File: src/source/sram_params.svh
`ifndef SRAM_PARAMS_SVH
`define SRAM_PARAMS_SVH

// byte address and data word widths
`define SRAM_ADDR_WIDTH 32
`define SRAM_DATA_WIDTH 32
// one strobe bit per data byte
`define SRAM_STRB_WIDTH (`SRAM_DATA_WIDTH / 8)
// low address bits that select a byte inside the word
`define SRAM_BYTE_OFFSET 2

// 256 words, 1 KiB of storage
`define SRAM_DEPTH_LOG2 8
// cycles a request sits in the delay stage
`define SRAM_ACCESS_LATENCY 2

`endif

File: src/source/sram_pkg.sv
`default_nettype none

package sram_pkg;

    // axi response code on R and B
    // only the two codes this slave ever returns
    typedef enum logic [1:0] {
        RESP_OKAY   = 2'b00,
        RESP_SLVERR = 2'b10
    } axi_resp_t;

    // request kind travelling down the pipeline
    // decides R or B routing at the end
    typedef enum logic {
        OP_READ  = 1'b0,
        OP_WRITE = 1'b1
    } mem_op_t;

endpackage

`default_nettype wire

File: src/source/sram_if.sv
`timescale 1ns/10ps
`default_nettype none

`include "sram_params.svh"


// result from the array to the response stage
interface sram_rsp_if;
    logic                        valid;
    logic                        ready;
    sram_pkg::mem_op_t           op;
    logic [`SRAM_DATA_WIDTH-1:0] rdata;
    sram_pkg::axi_resp_t         resp;

    modport driver   (output valid, op, rdata, resp, input ready);
    modport receiver (input valid, op, rdata, resp, output ready);
endinterface

`default_nettype wire

File: src/source/axi_lite_respond.sv
`timescale 1ns/10ps
`default_nettype none

`include "sram_params.svh"

module axi_lite_respond (
    input  wire                         clk,
    input  wire                         reset,
    sram_rsp_if.receiver                rsp,
    output logic [`SRAM_DATA_WIDTH-1:0] rdata,
    output logic [1:0]                  rresp,
    output logic                        rvalid,
    input  wire                         rready,
    output logic [1:0]                  bresp,
    output logic                        bvalid,
    input  wire                         bready
);

    logic r_done;
    logic b_done;
    logic take;
    logic is_read;

    // channel handshakes this cycle
    assign r_done = rvalid && rready;
    assign b_done = bvalid && bready;

    // one result held at a time keeps issue order across R and B
    assign rsp.ready = (!rvalid && !bvalid) || r_done || b_done;
    assign take      = rsp.valid && rsp.ready;
    assign is_read   = (rsp.op == sram_pkg::OP_READ);

    always_ff @(posedge clk) begin
        if (reset) begin
            rvalid <= 1'b0;
            bvalid <= 1'b0;
        end else begin
            // drop first, a new result may set it again
            if (r_done) begin
                rvalid <= 1'b0;
            end
            if (b_done) begin
                bvalid <= 1'b0;
            end
            if (take && is_read) begin
                rvalid <= 1'b1;
            end
            if (take && !is_read) begin
                bvalid <= 1'b1;
            end
        end
    end

    // channel payload, stable while valid is up
    always_ff @(posedge clk) begin
        if (take && is_read) begin
            rdata <= rsp.rdata;
            rresp <= rsp.resp;
        end
        if (take && !is_read) begin
            bresp <= rsp.resp;
        end
    end

endmodule

`default_nettype wire

File: src/flat_wrapper.sv
// flat-port wrapper written by rule: the top's interface ports become plain ports
module axi_lite_respond_flat 
  (clk, reset, rdata, rresp, rvalid, rready, bresp, bvalid, bready, rsp_valid, rsp_op, rsp_rdata, rsp_resp, rsp_ready);
  sram_rsp_if rsp_i ();
  input  wire clk;
  input  wire reset;
  output logic [`SRAM_DATA_WIDTH-1:0] rdata;
  output logic [1:0] rresp;
  output logic rvalid;
  input  wire rready;
  output logic [1:0] bresp;
  output logic bvalid;
  input  wire bready;
  input wire logic [$bits(rsp_i.valid)-1:0] rsp_valid;
  input wire logic [$bits(rsp_i.op)-1:0] rsp_op;
  input wire logic [$bits(rsp_i.rdata)-1:0] rsp_rdata;
  input wire logic [$bits(rsp_i.resp)-1:0] rsp_resp;
  output wire logic [$bits(rsp_i.ready)-1:0] rsp_ready;
  assign rsp_i.valid = rsp_valid;
  assign rsp_i.op = rsp_op;
  assign rsp_i.rdata = rsp_rdata;
  assign rsp_i.resp = rsp_resp;
  assign rsp_ready = rsp_i.ready;
  axi_lite_respond u_core (.clk(clk), .reset(reset), .rsp(rsp_i), .rdata(rdata), .rresp(rresp), .rvalid(rvalid), .rready(rready), .bresp(bresp), .bvalid(bvalid), .bready(bready));
endmodule
File: config.mk
export PLATFORM = sky130hd
export DESIGN_NAME = axi_lite_respond_flat
export DESIGN_NICKNAME = d
export VERILOG_FILES = /design/src/source/sram_pkg.sv /design/src/source/sram_if.sv /design/src/source/axi_lite_respond.sv /design/src/flat_wrapper.sv
export VERILOG_INCLUDE_DIRS = /design/src /design/src/source
export SDC_FILE = /design/constraint.sdc
export NUM_CORES = 1
export LEC_CHECK = 0
export ABC_CLOCK_PERIOD_IN_PS = 3050
export BUFFER_PORTS_ARGS = -buffer_cell sky130_fd_sc_hd__buf_2
export CAP_MARGIN = 20
export CELL_PAD_IN_SITES_DETAIL_PLACEMENT = 1
export CELL_PAD_IN_SITES_GLOBAL_PLACEMENT = 2
export CORE_ASPECT_RATIO = 2
export CORE_MARGIN = 4
export CORE_UTILIZATION = 28
export CTS_CLUSTER_SIZE = 28
export DETAILED_ROUTE_END_ITERATION = 12
export PLACE_DENSITY = 0.92
export SYNTH_ARGS = -nofsm -noshare
export SYNTH_HDL_FRONTEND = slang
export SYNTH_SLANG_ARGS = --single-unit
File: constraint.sdc
create_clock -name clk -period 3.05 [get_ports clk]
set_input_delay 0.305 -clock clk [delete_from_list [all_inputs] [get_ports clk]]
set_output_delay 0.305 -clock clk [all_outputs]
set_load 0.01 [all_outputs]
# After elaboration in Yosys (flattened, before gate mapping)
# Index checks and enable logic that the tools add are counted.
dict set report totals {
  ff_bits 38
  latchBits 0
  ram_bits 0
  romBits 0
  in_bits 40
  wordCells 22
  mem_count 0
}
dict set report op_classes {
  add_sub_neg 0
  mul 0
  div_mod_pow 0
  n_lt_le_gt_ge 0
  eq_ne 0
  shifts 0
  muxes 4
  bitwise 1
  reduce_logical 12
}
# cell n
set ops {}
lappend ops {{$logic_and A1 B1 Y1} 6}
lappend ops {{$mux W1} 4}
lappend ops {{$reduce_bool A2 Y1} 2}
lappend ops {{$logic_not A1 Y1} 2}
lappend ops {{$logic_or A1 B1 Y1} 2}
lappend ops {{$not A1 Y1} 1}

# Logic depth before layout (Yosys ltp)
# Gate-level depths: netlist of the first run.
dict set report logic_depth {
  word_depth 7
  depth_mapped 3
}

# Worst setup path after synthesis of the first run
# Ideal clock, no wire load.
dict set report synth_timing {
  path_type {register to register}
  start {register u_core.rvalid}
  end {register u_core.rdata[0], enable pin}
  setup_ns 0.394
  arrival_ns 1.612
  required_ns 2.656
  path_slack_ns 1.044
  stages_incl_launch_ff 4
  synth_period_minus_slack_ns 2.006
  path_cell_list {dfxtp_1 a22oi_1 o21ai_1 and2_1}
}
dict set report synth_between {
  elab_chain_len 6
}
# item line_no
set synth_rtl {}
lappend synth_rtl {{from (decl)} axi_lite_respond.sv:12} ;# output logic rvalid,
lappend synth_rtl {{from (signal assigned)} axi_lite_respond.sv:35} ;# rvalid <= 1'b0;
lappend synth_rtl {{from (signal assigned)} axi_lite_respond.sv:40} ;# rvalid <= 1'b0;
lappend synth_rtl {{from (signal assigned)} axi_lite_respond.sv:46} ;# rvalid <= 1'b1;
lappend synth_rtl {{$logic_not A1 Y1} axi_lite_respond.sv:29} ;# assign rsp.ready = (!rvalid && !bvalid) || r_done || b_done;
lappend synth_rtl {{$logic_and A1 B1 Y1} axi_lite_respond.sv:29}
lappend synth_rtl {{$logic_or A1 B1 Y1 (*) (2 in a row)} axi_lite_respond.sv:29}
lappend synth_rtl {{via rsp_ready} flat_wrapper.sv:18} ;# output wire logic [$bits(rsp_i.ready)-1:0] rsp_ready;
lappend synth_rtl {{$logic_and A1 B1 Y1 (*)} axi_lite_respond.sv:30} ;# assign take = rsp.valid && rsp.ready;
lappend synth_rtl {{$logic_and A1 B1 Y1 (*)} axi_lite_respond.sv:56} ;# if (take && is_read) begin
lappend synth_rtl {{to (signal assigned)} axi_lite_respond.sv:57} ;# rdata <= rsp.rdata;
lappend synth_rtl {{to (decl)} axi_lite_respond.sv:10} ;# output logic [`SRAM_DATA_WIDTH-1:0] rdata,
# Mark *: on every way through the listed nets, which the timed path passes. The rest lies on a longest branch.
# A chain may end at the register's enable or synchronous reset.

# Final worst setup path of the first run
dict set report layout_timing {
  start {register u_core.rvalid}
  end {output port rsp_ready}
}
dict set report layout_between {
  elab_chain_len 4
}
# item line_no
set layout_rtl {}
lappend layout_rtl {{$logic_not A1 Y1} axi_lite_respond.sv:29}
lappend layout_rtl {{$logic_and A1 B1 Y1} axi_lite_respond.sv:29}
lappend layout_rtl {{$logic_or A1 B1 Y1 (*) (2 in a row)} axi_lite_respond.sv:29}
lappend layout_rtl {{to (decl)} flat_wrapper.sv:18}
# Mark *: on every way between the ends. The rest lies on a longest branch, timed or not.

==> flow_metrics.tcl, run 1 <==
set metrics [dict create \
    drt_iter0_markers 7 \
    fin_skew_ns 0.006278 \
    cpLargestDelayFamily "flip-flops" \
    final_common_cell "buf_2" \
    routed.top_layer "met4" \
    met1_length_um 864 \
    pin_count 79 \
    vias_per_cell 4.157 \
    cts_buffers 5 \
    netlist_instances 51 \
    grtUsageTotal_pct 11.24 \
    cp.arrival_ns 1.17 \
    synthToLayoutAreaGrowth_pct 45.79 \
    routed_wl_um 2836 \
    clkTransAtPathRegs_ns 0.07 \
    holdPathEnd "u_core.rdata[17]$_DFFE_PP_" \
    worstReg2RegStart "u_core.rvalid$_SDFFE_PP0P_" \
    maxCapViolations 0 \
    met2_length_um 1527 \
    cp_slowest_cell "dfxtp_1" \
    critPathMaxStageDelay_ns 0.43 \
    fin_setup_tns_ns 0 \
    critical_path.startpoint "u_core.rvalid$_SDFFE_PP0P_" \
    cts_setup_buffers 0 \
    cp.depth 3 \
    path_buf_inv 1 \
    ys_seq_elements 38 \
    stdcell_count 191 \
    setup_viol 0 \
    synth_top_area_share_pct 89.72 \
    overflow 0 \
    firstDrtPassIters 2 \
    cts_root_buf "clkbuf_8" \
    die_area_um2 5480 \
    final_cell_mix "78 x buf_2, 36 x edfxtp_1, 5 x clkbuf_8" \
    r2r-end "u_core.rdata[6]$_DFFE_PP_" \
    layout_min_cycle_time_ns 1.471 \
    pre_cts_slack_ns 1.610 \
    fillers 455 \
    antenna_found_initial 0 \
    cts_tree "built" \
    clock_sinks 38 \
    setup_ws_ns 1.579 \
    power.density_nw_per_um2 567.0 \
    crit_type "reg2out" \
    ir_worst_vdd_v 0.0004134 \
    syn_area_um2 1205 \
    cts_resized 0 \
    io_buffers 78 \
    rows 33 \
    end_kind "primary output" \
    startpoint_type "flip-flop" \
    status "complete, no violations" \
    critPathMaxFanout 6 \
    yosysWarnings 0 \
    max_slew_margin_pct 81.33 \
    fin_crit_sh_pct 48.23 \
    dp_hpwl_um 2387 \
    grt_start_max_net_pins 21 \
    numPlacedInstances 183 \
    worst-r2r-cell-count 4 \
    finalMaxSlewViolations 0 \
    avgRoutedWirePerCell_um 14.85 \
    leakage_nw 0.7365 \
    cts_hold_buf 0 \
    finalHoldViolations 0 \
    ant_nets 0 \
    min_from "rsp_rdata[17]" \
    hp-class "in2reg" \
    synth_seq_area_share_pct 93.04 \
    drive_above_1_share_pct 62.59 \
    first_global_vias 865 \
    insertion_delay_ns 0.28 \
    yosys.area.top_type "edfxtp_1" \
    drc_errors 0 \
    yosys-top-cells-area "edfxtp_1 90%, dfxtp_1 3.3%, a2111oi_2 1.2%" \
    core-area_um2 4129 \
    syn_area_per_cell_um2 23.63 \
    grt_pass1_wl_um 4174 \
    clk_path_buf_depth 2 \
    tightest_slew_ns 0.2794 \
    crit_chain "a22oi_1, o21ai_1, buf_2" \
    rsz0062_at_grt "no" \
    whs_path_depth 1 \
    met3_length_um 389 \
    vias 794 \
    cp_data_required_time_ns 2.74 \
    fin_nets 178 \
    start_util_pct 29.18 \
    cts_max_level 2 \
    place_congestion 0.6605 \
    antenna_cells 0 \
    ff2ff_setup_slack_ns 1.58 \
    die_h_um 100.8 \
    fin_util_pct 42.55 \
    die_w_um 54.39 \
    synth.net_count 91 \
    fmax_ghz 0.6798 \
    synth.distinct_cells 12 \
]
==> how the worst max path moves through the flow <==
stage | to | slack (ns)
final | rsp_ready | 1.58
after floorplan | u_core.rdata[0]$_DFFE_PP_ | 1.04
after global placement | u_core.rdata[27]$_DFFE_PP_ | 1.72
after detailed placement | u_core.rdata[13]$_DFFE_PP_ | 1.61
after global routing | u_core.rdata[20]$_DFFE_PP_ | 1.53
after CTS | rsp_ready | 1.59
==> area by class of cell <==
type                       instances  area (um2)  area share [%]
inverter                           1       3.754          0.2137
sequential                        38        1121           63.82
timing repair buffer              80       405.4           23.08
multi-input combinational         12       80.08           4.558
clock inverter                     2       8.758          0.4986
clock buffer                       6       72.57           4.131
tap                               52       65.06           3.704
==> metrics by stage <==
| stage | hold WS (ns) | power (W) | area, um2 |
|---|---|---|---|
| 2_1_floorplan | 0.3739 | 0.0006469 | 1205 |
| 3_3_place_gp | 0.4832 | 0.0006980 | 1675 |
| 3_5_place_dp | 0.4840 | 0.0007047 | 1675 |
| 4_1_cts | 0.1856 | 0.001013 | 1757 |
| 5_1_grt | 0.1775 | 0.001046 | 1757 |
| 6_report | 0.1971 | 0.0009960 | 1757 |
==> worst register-to-register path: cells and delay by family (launching register included) <==
family          cells  cell delay [ns]
flops               1             0.43
compound gates      2             0.28
buf+inv             1             0.26
simple gates        1             0.18
==> registers in the layout, indices dropped and copies added, names as in the netlist <==
signal and cells:
u_core.rresp 2, u_core.rvalid 1, u_core.bresp 2, u_core.bvalid 1, u_core.rdata 32
==> cell families (layout without fill, tap and decap cells) <==
logic type	after synthesis	after routing	synth area share [%]
AO/OA/AOI/OAI	5	5	3.115
buffers and inverters	1	89	0.3112
flip-flops	38	38	93.04
AND/OR/NAND/NOR	7	7	3.530
==> cells in the mapped netlist <==
| library cell | count |
|---|---|
| edfxtp_1 | 36 |
| a21oi_1 | 2 |
| dfxtp_1 | 2 |
| nor2b_1 | 2 |
| nor3b_1 | 2 |
| a2111oi_2 | 1 |
| a22oi_1 | 1 |
| and2_1 | 1 |
| inv_1 | 1 |
| nand2_1 | 1 |
| nor3_1 | 1 |
| o21ai_1 | 1 |
==> where the power goes <==
group / switching [W] / internal (W)
sequential: 0.00000673 / 0.000600
combinational: 0.0000455 / 0.0000387
clock: 0.000149 / 0.000157
==> layer usage <==
| layer | vias to the layer above | GRT usage [%] |
|---|---|---|
| met1 | 352 | 9.412 |
| met4 | 0 | 5.182 |
| met2 | 61 | 19.67 |
| met5 | - | 0 |
| li1 | 375 | - |
| met3 | 6 | 6.667 |
Note: power is estimated with default switching activity, not from simulation.
==> inputs of run 2 (changes only) <==
--- a/config.mk
+++ b/config.mk
@@ -6,17 +6,17 @@
 export SDC_FILE = /design/constraint.sdc
 export NUM_CORES = 1
 export LEC_CHECK = 0
-export ABC_CLOCK_PERIOD_IN_PS = 3050
+export ABC_CLOCK_PERIOD_IN_PS = 1450
 export BUFFER_PORTS_ARGS = -buffer_cell sky130_fd_sc_hd__buf_2
 export CAP_MARGIN = 20
 export CELL_PAD_IN_SITES_DETAIL_PLACEMENT = 1
 export CELL_PAD_IN_SITES_GLOBAL_PLACEMENT = 2
 export CORE_ASPECT_RATIO = 2
 export CORE_MARGIN = 4
-export CORE_UTILIZATION = 28
+export CORE_UTILIZATION = 26
 export CTS_CLUSTER_SIZE = 28
 export DETAILED_ROUTE_END_ITERATION = 12
-export PLACE_DENSITY = 0.92
+export PLACE_DENSITY = 0.87
 export SYNTH_ARGS = -nofsm -noshare
 export SYNTH_HDL_FRONTEND = slang
 export SYNTH_SLANG_ARGS = --single-unit
==> constraint.sdc (replaced) <==
create_clock -name clk -period 1.45 [get_ports clk]
set_input_delay 0.145 -clock clk [delete_from_list [all_inputs] [get_ports clk]]
set_output_delay 0.145 -clock clk [all_outputs]
set_load 0.01 [all_outputs]
==> flow_metrics.tcl, run 2 (synthesis results as in run 1) <==
set metrics [dict create \
    status "complete, no violations" \
    power.density_nw_per_um2 1171 \
    max_slew_margin_pct 81.21 \
    grtUsageMet1_pct 8.413 \
    insertion_delay_ns 0.27 \
    ant_nets 0 \
    overflow 0 \
    die_area_um2 5853 \
    drt_iter0_markers 1 \
    layout_min_cycle_time_ns 1.341 \
    leakage_nw 0.7442 \
    vias 803 \
    netSwitchingPower_w 0.0004204 \
    grt_pass1_wl_um 4574 \
    seq_power_share_pct 60.9 \
    io_buffers 78 \
    start_util_pct 27.23 \
    end_kind "flip-flop" \
    grt_start_max_net_pins 21 \
    cts_setup_buffers 0 \
    maxCapViolations 0 \
    reg_top3 "u_core.rdata: 32 flops, u_core.bresp: 2 flops, u_core.rresp: 2 flops" \
    setup_viol 0 \
    vias_per_cell 4.161 \
    switching_share_pct 20.07 \
    cp_data_required_time_ns 1.43 \
    fmax_ghz 0.7458 \
    antenna_found_initial 0 \
    cts_max_level 2 \
    firstDrtPassIters 2 \
    finalHoldViolations 0 \
    clock_power_share_pct 29.9 \
    grtUsageTotal_pct 10.33 \
    cts_resized 0 \
    regMostFlops "u_core.rdata" \
    die_w_um 56.14 \
    die_h_um 104.3 \
    rows 34 \
    crit_type "reg2reg" \
    fin_setup_tns_ns 0 \
    hold-worst-slack_ns 0.04215 \
    cts_tree "built" \
    drive_above_1_share_pct 63.31 \
    critPathMaxFanout 20 \
    hp-class "in2reg" \
    gr-usage-met2_pct 19.26 \
    fin_crit_sh_pct 92.47 \
    fin_nets 178 \
    first_global_vias 923 \
    core-area_um2 4424 \
    cts_hold_buf 0 \
    grt_use_met3_pct 5.466 \
    ir_worst_vdd_v 0.0007373 \
    setup_ws_ns 0.1092 \
    drc_errors 0 \
    tightest_slew_ns 0.2812 \
    fin_skew_ns 0.003900 \
    largest_reg_flops 32 \
    clkTransAtPathRegs_ns 0.07 \
    cp.arrival_ns 1.32 \
    pwr-share-comb_pct 9.1 \
    busiest_layer "met2" \
    avgRoutedWirePerCell_um 15.04 \
    finalMaxSlewViolations 0 \
    clk_path_buf_depth 2 \
    rsz0062_at_grt "no" \
    cts_root_buf "clkbuf_8" \
    antenna_cells 0 \
    final_cell_mix "78 x buf_2, 36 x edfxtp_1, 5 x clkbuf_8, 3 x clkinv_1" \
    pre_cts_slack_ns 0.1325 \
    cts_buffers 5 \
    dp_hpwl_um 2522 \
    pin_count 79 \
    final_common_cell "buf_2" \
    internal_power_w 0.001674 \
    synthToLayoutAreaGrowth_pct 48.49 \
    routed_wl_um 2903 \
    clock_sinks 38 \
    place_congestion 0.7754 \
    startpoint_type "flip-flop" \
]
run 2: cell count changes in the layout (fill, tap and decap cells not counted), sizes merged:
cell,previous run,this run
clkbuf,6,5
clkinv,2,3
run 2: worst max-delay path: stages, from the launching register on:
cell,delay [ns]
dfxtp_1,0.43
a22oi_1,0.15
o21ai_2,0.10
and2_4,0.20
buf_12,0.16
run 2: final timing paths:
path                                                    to  slack (ns)  cells after the start                       start
worst max-delay path             u_core.rdata[7]$_DFFE_PP_        0.11                      4  u_core.rvalid$_SDFFE_PP0P_
worst min-delay path             u_core.rdata[2]$_DFFE_PP_        0.04                      1                rsp_rdata[2]
worst max register to register   u_core.rdata[7]$_DFFE_PP_        0.11                      4  u_core.rvalid$_SDFFE_PP0P_
worst min register to register  u_core.rvalid$_SDFFE_PP0P_        0.64                      2  u_core.rvalid$_SDFFE_PP0P_
run 2: per-stage QoR:
step / std cells / util, % / instance area (um2) / total power [W]
final: 193 / 40.44 / 1789 / 0.002094
after floorplan: 51 / - / 1211 / 0.001363
after global placement: 185 / 38.63 / 1709 / 0.001484
after global routing: 193 / 40.44 / 1789 / 0.002209
after detailed placement: 185 / 38.63 / 1709 / 0.001497
after CTS: 193 / 40.44 / 1789 / 0.002129
run 2: area by class of cell:
cell class | instances | area, um2
fill | 493 | 2635
sequential | 38 | 1121
timing repair buffer | 80 | 430.4
multi-input combinational | 12 | 86.33
clock buffer | 5 | 68.82
tap | 54 | 67.56
clock inverter | 3 | 11.26
inverter | 1 | 3.754
run 2: layer usage:
layer | part of all wire, % | vias up
met5 | 0 | -
met4 | 2.0 | 0
met3 | 11 | 6
met2 | 58 | 51
met1 | 29 | 372
li1 | - | 374
run 2: power groups by stage:
stage                      logic, W  registers, W  clock network [W]
after global placement     0.000185       0.00130                  0
after floorplan           0.0000357       0.00133                  0
after detailed placement   0.000196       0.00130                  0
after global routing       0.000210       0.00128           0.000718
final                      0.000191       0.00128           0.000627
after CTS                  0.000196       0.00128           0.000655
==> inputs of run 3 (changes only) <==
--- a/config.mk
+++ b/config.mk
@@ -16,6 +16,7 @@
 export CORE_UTILIZATION = 26
 export CTS_CLUSTER_SIZE = 28
 export DETAILED_ROUTE_END_ITERATION = 12
+export GPL_TIMING_DRIVEN = 0
 export PLACE_DENSITY = 0.87
 export SYNTH_ARGS = -nofsm -noshare
 export SYNTH_HDL_FRONTEND = slang
==> flow_metrics.tcl, run 3 (synthesis results as in run 1) <==
set metrics [dict create \
    antenna_found_initial 0 \
    pre_cts_slack_ns -0.004151 \
    leakage_nw 0.7315 \
    place_congestion 0.6623 \
    critPathMaxFanout 17 \
    grt_pass1_wl_um 4340 \
    drt_iter0_markers 5 \
    ir_worst_vdd_v 0.0007613 \
    rsz0062_at_grt "no" \
    io_buffers 78 \
    crit_type "reg2reg" \
    path_buf_inv 0 \
    cts_resized 1 \
    synthToLayoutAreaGrowth_pct 45.90 \
    startpoint_type "flip-flop" \
    cts_buffers 5 \
    clock_sinks 38 \
    stdcell_count 192 \
    vias 802 \
    critPathMaxStageDelay_ns 0.42 \
    fillers 498 \
    avgRoutedWirePerCell_um 14.94 \
    fin_skew_ns 0.002578 \
    cpLargestDelayFamily "flip-flops" \
    crit_chain "a22oi_1, o21ai_2, and2_4" \
    cts_max_level 2 \
    hp-class "in2reg" \
    numPlacedInstances 183 \
    start_util_pct 27.23 \
    reg_top3 "u_core.rdata: 32 flops, u_core.bresp: 2 flops, u_core.rresp: 2 flops" \
    die_area_um2 5853 \
    finalMaxSlewViolations 0 \
    tightest_slew_ns 0.2927 \
    max_slew_margin_pct 80.44 \
    clk_path_buf_depth 2 \
    grt_start_max_net_pins 18 \
    seqCellArea_um2 1121 \
    status "complete, no violations" \
    rows 34 \
    firstDrtPassIters 4 \
    routed_wl_um 2869 \
    cp_slowest_cell "dfxtp_1" \
    die_h_um 104.3 \
    layout_min_cycle_time_ns 1.302 \
    die_w_um 56.14 \
    core-area_um2 4424 \
    insertion_delay_ns 0.27 \
    finalHoldViolations 0 \
    final_cell_mix "78 x buf_2, 36 x edfxtp_1, 5 x clkbuf_8, 3 x clkinv_1" \
    largest_reg_flops 32 \
    pin_count 79 \
    cp.arrival_ns 1.26 \
    fin_crit_sh_pct 89.80 \
    end_kind "flip-flop" \
    drive_above_1_share_pct 63.04 \
    antenna_cells 0 \
    vias_per_cell 4.177 \
    cts_root_buf "clkbuf_8" \
    cts_hold_buf 0 \
    regMostFlops "u_core.rdata" \
    ant_nets 0 \
    setup_ws_ns 0.1479 \
    first_global_vias 863 \
    cts_setup_buffers 0 \
    fin_nets 177 \
    grtUsageTotal_pct 9.916 \
    cp_data_required_time_ns 1.41 \
    clkTransAtPathRegs_ns 0.07 \
    maxCapViolations 0 \
    fmax_ghz 0.7680 \
    cts_tree "built" \
    setup_viol 0 \
    multiInputGateArea_um2 95.09 \
    final_common_cell "buf_2" \
    overflow 0 \
    drc_errors 0 \
    power.density_nw_per_um2 1189 \
]
==> run 3: final cells by class <==
type | instances | share of cell area, %
tap | 54 | 3.843
multi-input combinational | 13 | 5.409
timing repair buffer | 78 | 22.21
sequential | 38 | 63.77
clock buffer | 5 | 3.915
clock inverter | 3 | 0.6406
inverter | 1 | 0.2135
==> run 3: through the flow <==
| step | power (W) | TNS (ns) | instance area [um2] | hold slack, ns | utilization [%] |
|---|---|---|---|---|---|
| 2_1_floorplan | 0.001363 | 0 | 1211 | 0.2139 | - |
| 3_3_place_gp | 0.001468 | 0 | 1669 | 0.3232 | 37.73 |
| 3_5_place_dp | 0.001479 | -0.1102 | 1669 | 0.3234 | 37.73 |
| 4_1_cts | 0.002128 | 0 | 1758 | 0.02958 | 39.73 |
| 5_1_grt | 0.002189 | 0 | 1758 | 0.02396 | 39.73 |
| 6_report | 0.002091 | 0 | 1758 | 0.04345 | 39.73 |
==> run 3: routing by layer <==
layer  GRT usage [%]  share of wire, %
met4           3.565              0.98
met5               0                 0
met1           8.240                29
met3           5.342                11
met2           18.76                59
==> run 3: power breakdown <==
part	leakage (nW)	internal [W]	switching [W]
Combinational	0.339	0.0000815	0.0000964
Sequential	0.351	0.00126	0.0000145
Clock	0.0407	0.000320	0.000317
Total	0.731	0.00166	0.000427
==> run 3: final timing paths <==
path	start	end	slack, ns	depth (start not counted)
max	u_core.rvalid$_SDFFE_PP0P_	u_core.rdata[7]$_DFFE_PP_	0.15	3
min	rsp_rdata[30]	u_core.rdata[30]$_DFFE_PP_	0.04	1
max reg2reg	u_core.rvalid$_SDFFE_PP0P_	u_core.rdata[7]$_DFFE_PP_	0.15	3
min reg2reg	u_core.rvalid$_SDFFE_PP0P_	u_core.rvalid$_SDFFE_PP0P_	0.59	2
